`src/rtl/hazard_pkg.sv`:
```
// Shared types for the single-issue hazard detector
// Referenced by scoped name from every RTL module and the testbench

package hazard_pkg;

  // Integer register index, x0..x31
  typedef logic [4:0] reg_addr_t;

  // Execute stages tracked for forwarding decisions (EX1..EX3)
  localparam int dep_stages_lp = 3;

  // Decoded status of the instruction waiting at issue
  typedef struct packed {
    reg_addr_t rs1_addr;
    reg_addr_t rs2_addr;
    reg_addr_t rd_addr;
    logic      irs1_v;
    logic      irs2_v;
    logic      iwb_v;
    // Execution pipe that produces the result
    logic      pipe_aux_v;
    logic      pipe_mul_v;
    logic      pipe_mem_early_v;
    logic      pipe_mem_final_v;
    // Result returns through a late writeback port
    logic      late_wb_v;
    logic      mem_v;
    logic      fence_v;
    logic      csr_v;
    logic      long_v;
  } isd_status_t;

  // Record of one in-flight instruction in an execute stage
  // Pipe flags are set only when that pipe writes an integer register
  typedef struct packed {
    logic      instr_v;
    logic      mem_v;
    logic      aux_wb_v;
    logic      mul_wb_v;
    logic      emem_wb_v;
    logic      fmem_wb_v;
    reg_addr_t rd_addr;
  } dep_status_t;

  // Index 0 is EX1
  typedef dep_status_t [dep_stages_lp-1:0] dep_stages_t;

  // Readiness and occupancy flags from the back-end units
  typedef struct packed {
    logic mem_ready;
    logic idiv_ready;
    logic ptw_busy;
    logic cmd_full;
    logic credits_full;
    logic credits_empty;
  } unit_status_t;

  // Completion of a multi-cycle integer result
  typedef struct packed {
    logic      v;
    reg_addr_t rd_addr;
  } late_wb_t;

endpackage

```
`src/rtl/issue_gate.sv`:
```
// Control and structural hazards, dispatch handshake and interrupt gating
// Ready never depends on isd_v_i, so the issue stage may wait on it freely

`timescale 1ns/1ns

module issue_gate
  (
    input  logic                     isd_v_i,
    input  hazard_pkg::isd_status_t  isd_status_i,
    input  hazard_pkg::unit_status_t units_i,
    input  hazard_pkg::dep_stages_t  dep_stages_i,
    input  logic                     data_haz_i,
    input  logic                     irq_pending_i,
    output logic                     dispatch_ready_o,
    output logic                     dispatch_fire_o,
    output logic                     interrupt_v_o
  );

  logic mem_in_pipe;
  logic any_in_pipe;
  logic fence_haz;
  logic credit_haz;
  logic serial_haz;
  logic control_haz;
  logic struct_haz;

  always_comb
  begin
    mem_in_pipe = 1'b0;
    any_in_pipe = 1'b0;
    for (int i = 0; i < hazard_pkg::dep_stages_lp; i++)
    begin
      mem_in_pipe = mem_in_pipe | dep_stages_i[i].mem_v;
      any_in_pipe = any_in_pipe | dep_stages_i[i].instr_v;
    end

    // Fence drains outstanding memory traffic first
    fence_haz   = isd_status_i.fence_v
                & (~units_i.credits_empty | mem_in_pipe | ~units_i.mem_ready);
    credit_haz  = isd_status_i.mem_v & units_i.credits_full;
    // CSR and long ops run alone in the execute stages
    serial_haz  = (isd_status_i.csr_v | isd_status_i.long_v) & any_in_pipe;
    control_haz = fence_haz | credit_haz | serial_haz;

    struct_haz  = units_i.ptw_busy
                | units_i.cmd_full
                | (isd_status_i.mem_v & ~units_i.mem_ready)
                | (isd_status_i.long_v & ~units_i.idiv_ready);
  end

  assign dispatch_ready_o = ~(control_haz | struct_haz | data_haz_i);
  assign dispatch_fire_o  = isd_v_i & dispatch_ready_o;

  // Interrupts are held off while the page-table walker is active
  assign interrupt_v_o = irq_pending_i & ~units_i.ptw_busy;

endmodule

```
`src/rtl/dep_tracker.sv`:
```
// Dependency records of dispatched instructions through EX1..EX3
// A cycle without a dispatch shifts an empty record into EX1

`timescale 1ns/1ns

module dep_tracker
  (
    input  logic                    clk_i,
    input  logic                    rst_n_i,
    input  logic                    dispatch_fire_i,
    input  hazard_pkg::isd_status_t isd_status_i,
    output hazard_pkg::dep_stages_t dep_stages_o
  );

  hazard_pkg::dep_status_t dep_next;
  hazard_pkg::dep_stages_t dep_stages_r;

  // Record of the dispatching instruction, pipe flags only for integer writes
  always_comb
  begin
    dep_next           = '0;
    if (dispatch_fire_i)
    begin
      dep_next.instr_v   = 1'b1;
      dep_next.mem_v     = isd_status_i.mem_v;
      dep_next.aux_wb_v  = isd_status_i.pipe_aux_v & isd_status_i.iwb_v;
      dep_next.mul_wb_v  = isd_status_i.pipe_mul_v & isd_status_i.iwb_v;
      dep_next.emem_wb_v = isd_status_i.pipe_mem_early_v & isd_status_i.iwb_v;
      dep_next.fmem_wb_v = isd_status_i.pipe_mem_final_v & isd_status_i.iwb_v;
      dep_next.rd_addr   = isd_status_i.rd_addr;
    end
  end

  always_ff @(posedge clk_i)
  begin
    if (!rst_n_i)
    begin
      dep_stages_r <= '0;
    end
    else
    begin
      dep_stages_r[0] <= dep_next;
      for (int i = 1; i < hazard_pkg::dep_stages_lp; i++)
      begin
        dep_stages_r[i] <= dep_stages_r[i-1];
      end
    end
  end

  assign dep_stages_o = dep_stages_r;

endmodule

```
`src/rtl/late_wb_scoreboard.sv`:
```
// Pending bits for integer registers awaiting a late writeback
// Marked on dispatch, cleared by late_wb_i; a mark on the same edge wins

`timescale 1ns/1ns

module late_wb_scoreboard
  (
    input  logic                    clk_i,
    input  logic                    rst_n_i,
    input  logic                    dispatch_fire_i,
    input  hazard_pkg::isd_status_t isd_status_i,
    input  hazard_pkg::late_wb_t    late_wb_i,
    output logic [1:0]              rs_pending_o,
    output logic                    rd_pending_o
  );

  localparam int num_regs_lp = 2 ** $bits(hazard_pkg::reg_addr_t);

  logic [num_regs_lp-1:0] pending_r;
  logic                   score_v;
  logic                   clear_v;

  // x0 is hardwired, so it is never marked
  assign score_v = dispatch_fire_i
                 & isd_status_i.late_wb_v
                 & isd_status_i.iwb_v
                 & (isd_status_i.rd_addr != '0);
  assign clear_v = late_wb_i.v;

  always_ff @(posedge clk_i)
  begin
    if (!rst_n_i)
    begin
      pending_r <= '0;
    end
    else
    begin
      if (clear_v)
      begin
        pending_r[late_wb_i.rd_addr] <= 1'b0;
      end
      // Later assignment gives the mark priority over the clear
      if (score_v)
      begin
        pending_r[isd_status_i.rd_addr] <= 1'b1;
      end
    end
  end

  // Lookups for the current issue status
  assign rs_pending_o[0] = pending_r[isd_status_i.rs1_addr];
  assign rs_pending_o[1] = pending_r[isd_status_i.rs2_addr];
  assign rd_pending_o    = pending_r[isd_status_i.rd_addr];

endmodule

```
`src/rtl/data_hazard_check.sv`:
```
// Read-after-write and write-after-write checks for the issuing instruction
// Combines per-stage forwarding limits with the late writeback scoreboard

`timescale 1ns/1ns

module data_hazard_check
  (
    input  hazard_pkg::isd_status_t isd_status_i,
    input  hazard_pkg::dep_stages_t dep_stages_i,
    input  logic [1:0]              rs_pending_i,
    input  logic                    rd_pending_i,
    output logic                    data_haz_o
  );

  logic rs1_haz;
  logic rs2_haz;
  logic rd_haz;

  // Whether a producer in stage idx still cannot forward its result
  function automatic logic stage_blocks(input int idx, input hazard_pkg::dep_status_t rec);
    case (idx)
      0:       return rec.aux_wb_v | rec.mul_wb_v | rec.emem_wb_v | rec.fmem_wb_v;
      1:       return rec.fmem_wb_v | rec.mul_wb_v;
      // EX3 results are all on the bypass network
      default: return 1'b0;
    endcase
  endfunction

  // Read of one source register against the stages and the scoreboard
  function automatic logic src_blocked(
    input hazard_pkg::reg_addr_t   addr,
    input logic                    read_v,
    input logic                    pending,
    input hazard_pkg::dep_stages_t stages
  );
    logic hit;
    hit = pending;
    for (int i = 0; i < hazard_pkg::dep_stages_lp; i++)
    begin
      hit = hit | ((stages[i].rd_addr == addr) & stage_blocks(i, stages[i]));
    end
    return read_v & (addr != '0) & hit;
  endfunction

  always_comb
  begin
    rs1_haz = src_blocked(isd_status_i.rs1_addr, isd_status_i.irs1_v,
                          rs_pending_i[0], dep_stages_i);
    rs2_haz = src_blocked(isd_status_i.rs2_addr, isd_status_i.irs2_v,
                          rs_pending_i[1], dep_stages_i);
    // Write-after-write against an outstanding late result
    rd_haz  = isd_status_i.iwb_v & rd_pending_i & (isd_status_i.rd_addr != '0);
  end

  assign data_haz_o = rs1_haz | rs2_haz | rd_haz;

endmodule

```
`src/rtl/hazard_detector.sv`:
```
// Top level of the hazard detector
// Decides each cycle whether the issuing instruction may dispatch, and gates interrupts

`timescale 1ns/1ns

module hazard_detector
  (
    input  logic                     clk_i,
    input  logic                     rst_n_i,

    // Issue handshake
    input  logic                     isd_v_i,
    input  hazard_pkg::isd_status_t  isd_status_i,
    output logic                     dispatch_ready_o,

    // Back-end status
    input  hazard_pkg::unit_status_t units_i,
    input  hazard_pkg::late_wb_t     late_wb_i,

    input  logic                     irq_pending_i,
    output logic                     interrupt_v_o
  );

  logic                    dispatch_fire;
  hazard_pkg::dep_stages_t dep_stages;
  logic [1:0]              rs_pending;
  logic                    rd_pending;
  logic                    data_haz;

  issue_gate i_issue_gate
    (
      .isd_v_i          (isd_v_i),
      .isd_status_i     (isd_status_i),
      .units_i          (units_i),
      .dep_stages_i     (dep_stages),
      .data_haz_i       (data_haz),
      .irq_pending_i    (irq_pending_i),
      .dispatch_ready_o (dispatch_ready_o),
      .dispatch_fire_o  (dispatch_fire),
      .interrupt_v_o    (interrupt_v_o)
    );

  dep_tracker i_dep_tracker
    (
      .clk_i           (clk_i),
      .rst_n_i         (rst_n_i),
      .dispatch_fire_i (dispatch_fire),
      .isd_status_i    (isd_status_i),
      .dep_stages_o    (dep_stages)
    );

  late_wb_scoreboard i_late_wb_scoreboard
    (
      .clk_i           (clk_i),
      .rst_n_i         (rst_n_i),
      .dispatch_fire_i (dispatch_fire),
      .isd_status_i    (isd_status_i),
      .late_wb_i       (late_wb_i),
      .rs_pending_o    (rs_pending),
      .rd_pending_o    (rd_pending)
    );

  data_hazard_check i_data_hazard_check
    (
      .isd_status_i (isd_status_i),
      .dep_stages_i (dep_stages),
      .rs_pending_i (rs_pending),
      .rd_pending_i (rd_pending),
      .data_haz_o   (data_haz)
    );

endmodule

```
`config.mk`:
```
export PLATFORM = sky130hd
export DESIGN_NAME = hazard_detector
export DESIGN_NICKNAME = d
export VERILOG_FILES = /design/src/rtl/hazard_pkg.sv /design/src/rtl/issue_gate.sv /design/src/rtl/dep_tracker.sv /design/src/rtl/late_wb_scoreboard.sv /design/src/rtl/data_hazard_check.sv /design/src/rtl/hazard_detector.sv
export SDC_FILE = /design/constraint.sdc
export NUM_CORES = 1
export LEC_CHECK = 0
export ABC_AREA = 1
export ABC_CLOCK_PERIOD_IN_PS = 3200
export BUFFER_PORTS_ARGS = -buffer_cell sky130_fd_sc_hd__buf_2
export CELL_PAD_IN_SITES_DETAIL_PLACEMENT = 2
export CELL_PAD_IN_SITES_GLOBAL_PLACEMENT = 2
export CORE_UTILIZATION = 31
export CTS_BUF_LIST = sky130_fd_sc_hd__clkbuf_8
export CTS_CLUSTER_SIZE = 12
export DETAILED_ROUTE_END_ITERATION = 6
export GPL_ROUTABILITY_DRIVEN = 0
export MAX_ROUTING_LAYER = met4
export PLACE_DENSITY_LB_ADDON = 0.1
export SYNTH_ARGS = -nofsm -noshare
export SYNTH_HDL_FRONTEND = slang
export SYNTH_HIERARCHICAL = 1
export SYNTH_SLANG_ARGS = --single-unit
```
`constraint.sdc`:
```
create_clock -name clk_i -period 3.2 [get_ports clk_i]
set_input_delay 0.64 -clock clk_i [delete_from_list [all_inputs] [get_ports clk_i]]
set_output_delay 0.64 -clock clk_i [all_outputs]
set_load 0.01 [all_outputs]
```
Yosys cells after proc, flatten, opt, wreduce, memory -nomap -nowiden --
Cells that the tools add are included.
Word-level totals: register bits 54, bits of input ports 43, output and inout bits 2, logic and storage cells 101
Cells by class: magnitude comparators 6, equal/unequal tests 4, muxes and demuxes 14, bitwise logic cells 56, reduce and logical (&&, ||, !) cells 6
Operators by type and width (count):
- $mux W32 | 3
- $and A32 B32 Y32 | 1
- $not A32 Y32 | 1
- $or A32 B32 Y32 | 1
- $and A1 B1 Y1 | 24
- $lt A5 B6 Y1 const B | 4
- $or A1 B1 Y1 | 24
- $eq A5 B5 Y1 | 4
- $bmux W1 S5 | 3
- $reduce_bool A5 Y1 | 3
- $mux W11 | 1
- $demux W1 S5 | 2
- $ge A5 B1 Y1 const B | 2
- $mux W1 | 5
- $not A1 Y1 | 5
- $logic_and A1 B1 Y1 | 2
- $reduce_and A2 Y1 | 1

Logic depth before layout (Yosys ltp) --
Gate-level depths: netlist (run 1).
word-level depth 16, mapped depth 24, mapped depth without buffers 22

By module --
Netlist (run 1), hierarchy kept.
By module, submodules not included:
- late_wb_scoreboard | instances 1, cells each 390, area each 2212.1 µm², sequential area each 640.6 µm²
- dep_tracker | instances 1, cells each 102, area each 923.4 µm², sequential area each 660.6 µm²
- data_hazard_check | instances 1, cells each 117, area each 473.0 µm², sequential area each 0.0 µm²
- issue_gate | instances 1, cells each 23, area each 96.3 µm², sequential area each 0.0 µm²

Worst setup path after synthesis (run 1) --
No wires, ideal clock.
kind input to register, start in isd_status_i[17] in the netlist's numbering, end reg i_late_wb_scoreboard.pending_r[27], setup time 0.070 ns, arrival time 2.742 ns, data required time 3.130 ns, slack 0.388 ns, stages 24, path buffers 2, path through buf_2 -> inv_1 -> buf_4 -> nand2_1 -> nand3_1 -> nand3_1 -> nand2_1 -> nand2_1 -> nand2_1 -> nand2_1 -> nand2_1 -> inv_1 -> nand3_1 -> nand2_1 -> nand3_2 -> inv_1 -> nand3_1 -> nor2_1 -> nand3_1 -> nor2_2 -> nand3_1 -> nor2_1 -> nand2_1 -> a21oi_1
Between the ends: longest elaborated chain between the ends 14, elaborated cells on any way between the ends 20, those cells by class eq/ne: 2; mux: 3; bitwise: 14; reduce/logical: 1
RTL lines:
- start, declared | line hazard_detector.sv:13 | input hazard_pkg::isd_status_t isd_status_i,
- $bmux W1 S5 | line late_wb_scoreboard.sv:52 | assign rs_pending_o[1] = pending_r[isd_status_i.rs2_addr];
- $mux W1 (implied by the code) | line late_wb_scoreboard.sv:52
- net rs_pending[1] | line hazard_detector.sv:26 | logic [1:0] rs_pending;
- $or A1 B1 Y1 (2 in series) | line data_hazard_check.sv:40 | hit = hit | ((stages[i].rd_addr == addr) & stage_blocks(i, stages[i]));
- $and A1 B1 Y1 | line data_hazard_check.sv:42 | return read_v & (addr != '0) & hit;
- $or A1 B1 Y1 (2 in series) | line data_hazard_check.sv:55 | assign data_haz_o = rs1_haz | rs2_haz | rd_haz;
- net data_haz | line hazard_detector.sv:28 | logic data_haz;
- $or A1 B1 Y1 | line issue_gate.sv:51 | assign dispatch_ready_o = ~(control_haz | struct_haz | data_haz_i);
- $not A1 Y1 | line issue_gate.sv:51
- $and A1 B1 Y1 | line issue_gate.sv:52 | assign dispatch_fire_o = isd_v_i & dispatch_ready_o;
- net dispatch_fire | line hazard_detector.sv:24 | logic dispatch_fire;
- $and A1 B1 Y1 | line late_wb_scoreboard.sv:25 | & isd_status_i.late_wb_v
- $and A1 B1 Y1 | line late_wb_scoreboard.sv:26 | & isd_status_i.iwb_v
- $and A1 B1 Y1 | line late_wb_scoreboard.sv:27 | & (isd_status_i.rd_addr != '0);
- $mux W32 | line late_wb_scoreboard.sv:43 | if (score_v)
- end signal, assigned | line late_wb_scoreboard.sv:34 | pending_r <= '0;
- end signal, assigned by index | line late_wb_scoreboard.sv:40 | pending_r[late_wb_i.rd_addr] <= 1'b0;
- end signal, assigned by index | line late_wb_scoreboard.sv:45 | pending_r[isd_status_i.rd_addr] <= 1'b1;
- end, declared | line late_wb_scoreboard.sv:19 | logic [num_regs_lp-1:0] pending_r;
The timed path passes the listed nets, and every way through them passes these cells. The select of a mux whose other input is x is not followed. A chain may end at the register's enable or synchronous reset.

Worst setup path in the final report (run 1) --
start in isd_status_i[17] in the netlist's numbering, end out dispatch_ready_o
Between the ends: longest elaborated chain between the ends 9, elaborated cells on any way between the ends 15, those cells by class eq/ne: 2; mux: 2; bitwise: 10; reduce/logical: 1
RTL lines:
- $bmux W1 S5 | line late_wb_scoreboard.sv:52
- $mux W1 (implied by the code) | line late_wb_scoreboard.sv:52
- net rs_pending[1] | line hazard_detector.sv:26
- $or A1 B1 Y1 (2 in series) | line data_hazard_check.sv:40
- $and A1 B1 Y1 | line data_hazard_check.sv:42
- $or A1 B1 Y1 (2 in series) | line data_hazard_check.sv:55
- net data_haz | line hazard_detector.sv:28
- $or A1 B1 Y1 | line issue_gate.sv:51
- $not A1 Y1 | line issue_gate.sv:51
- end, declared | line hazard_detector.sv:14 | output logic dispatch_ready_o,
The timed path passes the listed nets, and every way through them passes these cells. The select of a mux whose other input is x is not followed.

==> impl_metrics.csv, run 1 <==
group,metric,value,unit
setup_path,path_class,"in2out",
timing,finalClockSkew,0.007114,ns
timing,tns,0,ns
drt,drtIter0Drc,257,
yosys,syn_avg_cell_area,5.679,um2
clock_tree,cts_max_level,2,
floorplanning,io_pins,45,
timing,worst_slew_pin_slew,1.061,ns
clock_tree,clkLatencyLatePin,0.31,ns
drt,ant_nets,0,
power_and_ir_drop,irDropWorstVdd,0.2304,mV
yosys,synth_nets,642,
global_route,grt_antenna_before_repair,0,
worst_hold_path,hold_start,"i_dep_tracker/dep_stages_o[21]",
drt,drt_wl_total,15.73,mm
setup_path,r2r-start,"i_late_wb_scoreboard/pending_r[15]",
global_route,grt_start_max_net_pins,33,
setup_path,startpoint,"isd_status_i[17]",
power_and_ir_drop,comb_power_share,20.2,%
power_and_ir_drop,seqPwrFrac,51.4,%
yosys,netlist_area,0.003402,mm2
setup_path,cp.arrival,2.55,ns
drt,vias_per_cell,5.346,
floorplanning,die_area,0.01140,mm2
timing,period_minus_slack,3.188,ns
drt,routedWlPerCell,19.78,um
floorplanning,die_h,106.8,um
global_route,grt_overflow,0,
floorplanning,rows,37,
run_status,status,"complete, no violations",
floorplanning,chipWidth,106.8,um
floorplanning,start_util,32.52,%
setup_path,end_kind,"output port",
clock_tree,clkSinkCount,54,
yosys,yosysWarningCount,6,
drt,via_count,4250,
power_and_ir_drop,switching_power,0.3966,mW
finish,drive_gt1_share,23.52,%
timing,clock.fmax,313.7,MHz
global_route,grt_pass1_wl,23.32,mm
drt,drcViolationCount,0,
power_and_ir_drop,p_per_area,300.3,mW/mm2
timing,maxSlewViolCount,0,
global_route,grtUsageTotal,27.36,%
setup_path,startpoint_type,"primary input",
setup_path,critical_path_required,2.56,ns
yosys,syn_inst,599,
finish,diodes,0,
setup_path,worstPathMaxFanout,8,
timing,relSlewSlack,29.17,%
power_and_ir_drop,clock_power_share,28.4,%
timing,fin_hold_ws,0.4449,ns
timing,finalHoldViolCount,0,
global_route,grt_pass1_vias,4547,
power_and_ir_drop,p_leak,2.074,nW
timing,finalSetupViolCount,0,
clock_tree,numCtsBuffers,5,
finish,area_delta_synth_final,28.43,%
finish,fin_util,41.76,%
power_and_ir_drop,swShare,30.23,%
drt,drt_first_pass_iters,4,
clock_tree,cts_tree,"done",
floorplanning,core_area,0.01046,mm2
worst_hold_path,hp-class,"reg2reg",
finish,nets,702,
power_and_ir_drop,p_int,0.9154,mW
timing,rsz0062_at_grt,"yes",
placed_design,dp_hpwl,11.30,mm
clock_tree,cts_max_path_buffers,2,
flow_run,drv_cap,0,
timing,min_period_over_period,99.61,%
placed_design,io_buffers,44,
clock_tree,clockRootBuffer,"clkbuf_8",
clock_tree,clk_pin_slew,0.09,ns
## placed cells by master, fill, tap and decap left out, types with 2 or more instances in the layout
cell type,count
nand3_1,50
o21ai_0,35
nand2_2,21
buf_6,4
nand3_2,34
buf_4,15
inv_2,11
nand2_1,215
nor2_1,36
clkbuf_8,5
clkbuf_16,2
nor3_1,5
inv_1,63
nand4_1,10
inv_4,3
buf_2,40
a21oi_1,31
buf_12,6
clkinvlp_4,3
nor2_2,7
dfxtp_1,54
## worst max-delay path: stages
cell,delay (ns)
buf_8,0.10
clkinvlp_4,0.12
clkbuf_16,0.19
nand2_1,0.08
nand3_1,0.08
nand3_1,0.10
nand2_1,0.07
nand2_1,0.06
nand2_1,0.06
nand2_1,0.07
nand2_1,0.08
inv_2,0.07
nand3_2,0.06
nand2_2,0.09
nand3_2,0.07
inv_2,0.07
nand3_2,0.06
nor2_2,0.13
nand3_2,0.10
buf_6,0.14
inv_4,0.04
buf_6,0.09
## path summary, 6_finish.rpt
| kind | endpoint | slack, ns | cells past startpoint |
|---|---|---|---|
| worst max register to register | i_late_wb_scoreboard/pending_r[14] | 0.34 | 23 |
| worst min register to register | i_dep_tracker/dep_stages_o[32] | 0.44 | 2 |
| worst max-delay path | dispatch_ready_o | 0.01 | 22 |
| worst min-delay path | i_dep_tracker/dep_stages_o[32] | 0.44 | 2 |
## repair_timing
| item | in CTS | in global routing |
|---|---|---|
| endpoints found under the setup margin | 1 | 30 |
| resized for setup | 6 | 78 |
| pin swaps | 1 | 31 |
| hold buffers | 0 | 0 |
| buffers inserted | 2 | 0 |
| cloned | 0 | 2 |
## registers in the layout, summed over array words and instances, names as in the netlist
signal                          cells
i_late_wb_scoreboard/pending_r     32
i_dep_tracker/dep_stages_o         22
## routing by layer
metal / track usage [%] / vias to the layer above / routed length, um
li1: - / 2012 / -
met1: 34.93 / 2106 / 7058
met2: 45.85 / 112 / 7666
met3: 2.979 / 20 / 719
met4: 7.534 / 0 / 283
met5: - / - / 0
## area by class of cell
cell class              count  area, um2
clock buffers               5      68.82
clock inverters             2      11.26
fillers                  1330       6093
inverters                  79      311.5
multi-input cells         450       2176
flip-flops and latches     54       1081
well taps                 136      170.2
repair buffers             69      550.5
## power groups by stage
stage	combinational [mW]	clock, mW	sequential, mW
after CTS	0.229	0.383	0.674
after global routing	0.285	0.402	0.675
after floorplan	0.109	0	0.689
after detailed placement	0.221	0	0.690
final	0.266	0.372	0.674
after global placement	0.213	0	0.690
## through the flow
| stage | worst slack [ns] | power [mW] | cells | instance area, um2 |
|---|---|---|---|---|
| after detailed placement | -0.09856 | 0.9111 | 784 | 3916 |
| after floorplan | 0.3877 | 0.7988 | 599 | 3402 |
| after global routing | -0.1330 | 1.362 | 795 | 4369 |
| final | 0.01238 | 1.312 | 795 | 4369 |
| after global placement | 0.00005085 | 0.9032 | 784 | 3916 |
| after CTS | 0.002271 | 1.287 | 793 | 4040 |
Power figures use the tool's default switching activity.
==> run 2, diff against run 1 <==
--- a/config.mk
+++ b/config.mk
@@ -5,16 +5,17 @@
 export SDC_FILE = /design/constraint.sdc
 export NUM_CORES = 1
 export LEC_CHECK = 0
-export ABC_AREA = 1
+export ABC_AREA = 0
 export ABC_CLOCK_PERIOD_IN_PS = 3200
 export BUFFER_PORTS_ARGS = -buffer_cell sky130_fd_sc_hd__buf_2
 export CELL_PAD_IN_SITES_DETAIL_PLACEMENT = 2
 export CELL_PAD_IN_SITES_GLOBAL_PLACEMENT = 2
-export CORE_UTILIZATION = 31
+export CORE_UTILIZATION = 37
 export CTS_BUF_LIST = sky130_fd_sc_hd__clkbuf_8
 export CTS_CLUSTER_SIZE = 12
 export DETAILED_ROUTE_END_ITERATION = 6
 export GPL_ROUTABILITY_DRIVEN = 0
+export HOLD_SLACK_MARGIN = 0.05
 export MAX_ROUTING_LAYER = met4
 export PLACE_DENSITY_LB_ADDON = 0.1
 export SYNTH_ARGS = -nofsm -noshare
==> run 2 against run 1 <==
Effect of this change: the run now ends with setup timing left; first-iteration DRC count grew 35%; wire length grew 2.8%; largest power group unchanged; critical endpoint unchanged; total power grew 3.2%; die area shrank 18%; critical path type unchanged; non-clock buffer count grew 39.
==> impl_metrics.csv, run 2 <==
group,metric,value,unit
clock_tree,numCtsBuffers,5,
finish,diodes,0,
finish,top_register,"i_late_wb_scoreboard/pending_r",
placed_design,pre_cts_slack,-0.7737,ns
global_route,grt_pass1_wl,23.99,mm
setup_path,worstPathMaxFanout,8,
setup_path,end_kind,"output port",
timing,worst_slew_pin_slew,0.8563,ns
floorplanning,io_pins,45,
timing,finalSetupViolCount,31,
floorplanning,core_area,0.008721,mm2
drt,drt_wl_total,16.17,mm
setup_path,startpoint_type,"primary input",
global_route,grt_start_max_net_pins,55,
power_and_ir_drop,p_leak,1.872,nW
clock_tree,clkSinkCount,54,
timing,relSlewSlack,42.92,%
drt,routedWlPerCell,27.87,um
finish,area_delta_synth_final,33.88,%
yosys,synth_nets,418,
placed_design,dp_hpwl,10.63,mm
global_route,grt_antenna_before_repair,0,
placed_design,io_buffers,44,
finish,fin_cells,580,
yosys,yosysWarningCount,6,
finish,drive_gt1_share,39.41,%
floorplanning,start_util,38.24,%
clock_tree,cts_max_path_buffers,2,
drt,drt_first_pass_iters,5,
drt,ant_nets,0,
global_route,grt_pass1_vias,4072,
clock_tree,ctsHoldBuffers,0,
power_and_ir_drop,irDropWorstVdd,0.2273,mV
floorplanning,die_h,96.93,um
global_route,grtUsageTotal,34.52,%
finish,final_cell_mix,"buf_4, dfxtp_1, buf_2",
finish,largest_register_ffs,32,
timing,maxSlewViolCount,0,
timing,finalHoldViolCount,0,
clock_tree,cts_max_level,2,
setup_path,critical_path_required,2.56,ns
floorplanning,rows,34,
timing,period_minus_slack,3.500,ns
clock_tree,clk_pin_slew,0.11,ns
run_status,status,"finished with violations",
setup_path,path_class,"in2out",
drt,via_count,3587,
global_route,grt_overflow,0,
run_status,violations,"setup timing",
setup_path,cp.arrival,2.86,ns
clock_tree,clkLatencyLatePin,0.32,ns
finish,nets,514,
flow_run,drv_cap,0,
clock_tree,cts_tree,"done",
yosys,netlist_area,0.003334,mm2
yosys,syn_avg_cell_area,8.892,um2
clock_tree,clockRootBuffer,"clkbuf_8",
drt,drtIter0Drc,346,
finish,fillers,925,
finish,mostFrequentLayoutCell,"buf_4",
timing,min_period_over_period,109.4,%
worst_hold_path,hp-class,"reg2reg",
floorplanning,die_area,0.009395,mm2
timing,rsz0062_at_grt,"yes",
placed_design,placed_cells,567,
timing,clock.fmax,285.7,MHz
drt,vias_per_cell,6.184,
drt,drcViolationCount,0,
timing,finalClockSkew,0.01261,ns
power_and_ir_drop,p_per_area,303.4,mW/mm2
timing,layout_setup_ws,-0.3001,ns
timing,tns,-5.367,ns
floorplanning,chipWidth,96.93,um
yosys,syn_inst,375,
[run 2: changes by cell type in the layout (fill, tap and decap cells not counted), moves of 24 or more]
| cell | delta |
|---|---|
| a21oi_1 | -24 |
| inv_1 | -60 |
| nor2_1 | -26 |
| buf_4 | +42 |
| and2_1 | +24 |
| mux2i_1 | +30 |
| nand3_1 | -41 |
| nand3_2 | -33 |
| nand2_1 | -192 |
[run 2: path summary, 6_finish.rpt]
path,start,depth (start not counted),endpoint,slack (ns)
worst max-delay path,isd_status_i[12],11,dispatch_ready_o,-0.30
worst min register to register,i_dep_tracker/dep_stages_o[21],1,i_dep_tracker/dep_stages_o[32],0.52
worst min-delay path,i_dep_tracker/dep_stages_o[21],1,i_dep_tracker/dep_stages_o[32],0.52
worst max register to register,i_late_wb_scoreboard/pending_r[31],13,i_late_wb_scoreboard/pending_r[16],-0.18
[run 2: final cells by class]
class	count	area [um2]	share of cell area [%]
clock buffer	5	68.82	1.541
clock inverter	3	25.02	0.5605
inverter	3	11.26	0.2522
multi-input combinational	299	2323	52.05
sequential	54	1082	24.24
tap	108	135.1	3.027
timing repair buffer	108	818.3	18.33
[run 2: critical path, stage by stage]
cell and delay (ns):
buf_12 0.11, mux4_2 0.56, a32oi_2 0.25, nand4_1 0.21, a31oi_1 0.26, o221ai_2 0.17
nor3_2 0.16, nand3_2 0.14, buf_6 0.16, nor2_4 0.08, buf_6 0.11
[run 2: report_power, final]
group | switching, mW | total, mW | internal (mW)
registers | 0.00129 | 0.674 | 0.673
clock network | 0.258 | 0.417 | 0.159
logic | 0.146 | 0.263 | 0.117
total | 0.406 | 1.35 | 0.949
[run 2: what timing repair did]
item | CTS | global route
gates resized for setup | 34 | 49
endpoints found under the setup margin | 32 | 43
cloned | 0 | 1
setup buffers | 7 | 1
pin swaps | 8 | 13
[run 2: stage by stage]
stage                     cell area, um2  hold slack [ns]  utilization, %  power [mW]
after floorplan                     3341           0.4405               -      0.7974
after global placement              4023           0.4535           46.13      0.8972
after detailed placement            4023           0.4653           46.13      0.9087
after CTS                           4274           0.4959           49.01       1.328
after global routing                4464           0.5213           51.19       1.400
final                               4464           0.5150           51.19       1.354
[run 2: routing by layer]
layer / GRT usage (%) / wire length, um
met1: 39.16 / 6394
met2: 59.43 / 8142
met3: 6.286 / 925
met4: 14.81 / 703
met5: - / 0
==> run 3, diff against run 2 <==
--- a/config.mk
+++ b/config.mk
@@ -10,7 +10,7 @@
 export BUFFER_PORTS_ARGS = -buffer_cell sky130_fd_sc_hd__buf_2
 export CELL_PAD_IN_SITES_DETAIL_PLACEMENT = 2
 export CELL_PAD_IN_SITES_GLOBAL_PLACEMENT = 2
-export CORE_UTILIZATION = 37
+export CORE_UTILIZATION = 39
 export CTS_BUF_LIST = sky130_fd_sc_hd__clkbuf_8
 export CTS_CLUSTER_SIZE = 12
 export DETAILED_ROUTE_END_ITERATION = 6
@@ -20,5 +20,4 @@
 export PLACE_DENSITY_LB_ADDON = 0.1
 export SYNTH_ARGS = -nofsm -noshare
 export SYNTH_HDL_FRONTEND = slang
-export SYNTH_HIERARCHICAL = 1
 export SYNTH_SLANG_ARGS = --single-unit
==> run 3 against run 2 <==
Effect of this change: the flow now finishes without violations; area after synthesis up 8.3%; critical endpoint unchanged; critical path depth shrank 4; highest routed layer unchanged; non-clock buffer count decreased by 52; die area up 2.6%; via count shrank 11%; maximum frequency up 15%.
==> impl_metrics.csv, run 3 <==
group,metric,value,unit
placed_design,io_buffers,44,
drt,routedWlPerCell,25.05,um
run_status,status,"complete, no violations",
yosys,synth_seq_cells,54,
drt,drt_first_pass_iters,6,
drt,vias_per_cell,6.451,
floorplanning,start_util,40.79,%
power_and_ir_drop,irDropWorstVdd,0.1771,mV
setup_path,cp.buffers_inverters,2,
setup_path,critPathMostFrequentCell,"buf_2",
worst_hold_path,hp-class,"reg2reg",
timing,fin_hold_ws,0.4646,ns
power_and_ir_drop,p_leak,1.433,nW
finish,diodes,0,
timing,min_period_over_period,95.49,%
global_route,grt_pass1_vias,3463,
timing,rsz0062_at_grt,"no",
global_route,grt_pass1_wl,19.95,mm
clock_tree,cts_max_level,2,
yosys,netlist_top_cells_count,"dfxtp_1, nand3_1, o211ai_1",
clock_tree,cts_tree,"done",
clock_tree,postCtsSetupBuffers,0,
yosys,synth_nets,403,
placed_design,dp_hpwl,9.163,mm
finish,drive_gt1_share,32.04,%
floorplanning,io_pins,45,
clock_tree,clkSinkCount,54,
yosys,yosysWarningCount,0,
floorplanning,die_h,98.21,um
finish,mostFrequentLayoutCell,"dfxtp_1",
setup_path,end_kind,"output port",
setup_path,critical_path.slowest_cell,"mux4_1",
clock_tree,clkLatencyLatePin,0.32,ns
yosys,synth.area.top_cells,"dfxtp_1, o31ai_2, mux4_2",
finish,fillers,952,
drt,drtIter0Drc,230,
power_and_ir_drop,p_per_area,339.7,mW/mm2
timing,maxSlewViolCount,0,
yosys,syn_inst,360,
floorplanning,rows,34,
timing,period_minus_slack,3.056,ns
yosys,synthArstFlopShare,0,%
timing,tns,0,ns
finish,top_register,"i_late_wb_scoreboard.pending_r",
setup_path,startpoint_type,"primary input",
yosys,yosys.area.top_type_share,29.95,%
timing,finalSetupViolCount,0,
yosys,synth_most_common_cell,"dfxtp_1",
floorplanning,core_area,0.008848,mm2
timing,clock.fmax,327.2,MHz
finish,largest_register_ffs,32,
global_route,grtUsageTotal,27.93,%
timing,finalHoldViolCount,0,
setup_path,critical_path_required,2.56,ns
setup_path,crit_family,"multiplexers",
yosys,seq_area_frac_synth,29.95,%
setup_path,worstPathMaxFanout,7,
setup_path,path_cells,"buf_2 > mux4_1 > mux2_2 > a211oi_2 > o21ai_4 > nor2_2 > buf_2",
finish,area_delta_synth_final,10.61,%
setup_path,cp.arrival,2.42,ns
global_route,grt_start_max_net_pins,43,
floorplanning,die_area,0.009644,mm2
yosys,syn_avg_cell_area,10.03,um2
clock_tree,cts_max_path_buffers,2,
clock_tree,clk_pin_slew,0.11,ns
yosys,netlist_area,0.003610,mm2
yosys,synth_cell_types,51,
setup_path,path_class,"in2out",
timing,finalClockSkew,0.01319,ns
timing,worst_slew_pin_slew,0.6986,ns
finish,final_cell_mix,"dfxtp_1, buf_2, nand3_1",
drt,via_count,3193,
yosys,synth_edf_count,0,
timing,relSlewSlack,53.42,%
floorplanning,chipWidth,98.21,um
global_route,grt_antenna_before_repair,0,
yosys,ys.flop_type,"dfxtp_1",
drt,drt_wl_total,12.40,mm
finish,nets,429,
flow_run,drv_cap,0,
clock_tree,numCtsBuffers,5,
yosys,yosys.area.top_type,"dfxtp_1",
drt,ant_nets,0,
clock_tree,clockRootBuffer,"clkbuf_8",
setup_path,slowest_delay,0.57,ns
drt,drcViolationCount,0,
global_route,grt_overflow,0,
run 3: final cells by class:
class                           instances  area [um2]  area share [%]
Tap cell                              108       135.1           3.385
Clock inverter                          3       43.79           1.097
Sequential cell                        54        1081           27.08
Timing Repair Buffer                   56       312.8           7.835
Inverter                                6       22.52          0.5641
Multi-Input combinational cell        263        2328           58.32
Clock buffer                            5       68.82           1.724
run 3: final timing paths:
path / from / end / slack (ns) / cells past startpoint
worst max-delay path: isd_status_i[22] / dispatch_ready_o / 0.14 / 7
worst min-delay path: i_dep_tracker.dep_stages_o[7] / i_dep_tracker.dep_stages_o[18] / 0.46 / 1
worst max register to register: i_late_wb_scoreboard.pending_r[29] / i_dep_tracker.dep_stages_o[0] / 0.51 / 7
worst min register to register: i_dep_tracker.dep_stages_o[7] / i_dep_tracker.dep_stages_o[18] / 0.46 / 1
run 3: timing repair:
action	CTS	global route
setup endpoints to repair	1	1
hold buffers	0	0
resized for setup	1	3
pin swaps	0	1
run 3: routing by layer:
| layer | vias up | track usage [%] | part of all wire [%] |
|---|---|---|---|
| li1 | 1452 | - | - |
| met3 | 12 | 3.794 | 4.9 |
| met1 | 1643 | 35.20 | 44 |
| met2 | 86 | 47.83 | 50 |
| met4 | 0 | 5.855 | 1.1 |
| met5 | - | - | 0 |
run 3: cell families (layout without fill, tap and decap cells):
family	count (synthesis)	in the layout	synth area share, %
compound gates	94	94	24.33
flops	54	54	29.95
xor+xnor	20	20	4.853
simple gates	120	120	20.14
buf+inv	43	70	6.204
mux	29	29	14.52
run 3: stage by stage:
step / instances / cell area [um2] / power, mW / utilization [%] / worst slack (ns)
3_5_place_dp: 487 / 3870 / 0.9000 / 43.74 / -0.03606
3_3_place_gp: 487 / 3870 / 0.8949 / 43.74 / 0.03139
6_report: 495 / 3993 / 1.356 / 45.12 / 0.1442
4_1_cts: 495 / 3985 / 1.371 / 45.04 / 0.04752
5_1_grt: 495 / 3993 / 1.408 / 45.12 / 0.02806
2_1_floorplan: 360 / 3610 / 0.8222 / - / 0.2457
run 3: where the power goes:
group / total (mW) / internal (mW) / switching (mW)
clock network: 0.470 / 0.235 / 0.235
logic: 0.212 / 0.0687 / 0.143
registers: 0.674 / 0.673 / 0.00129
total: 1.36 / 0.977 / 0.380
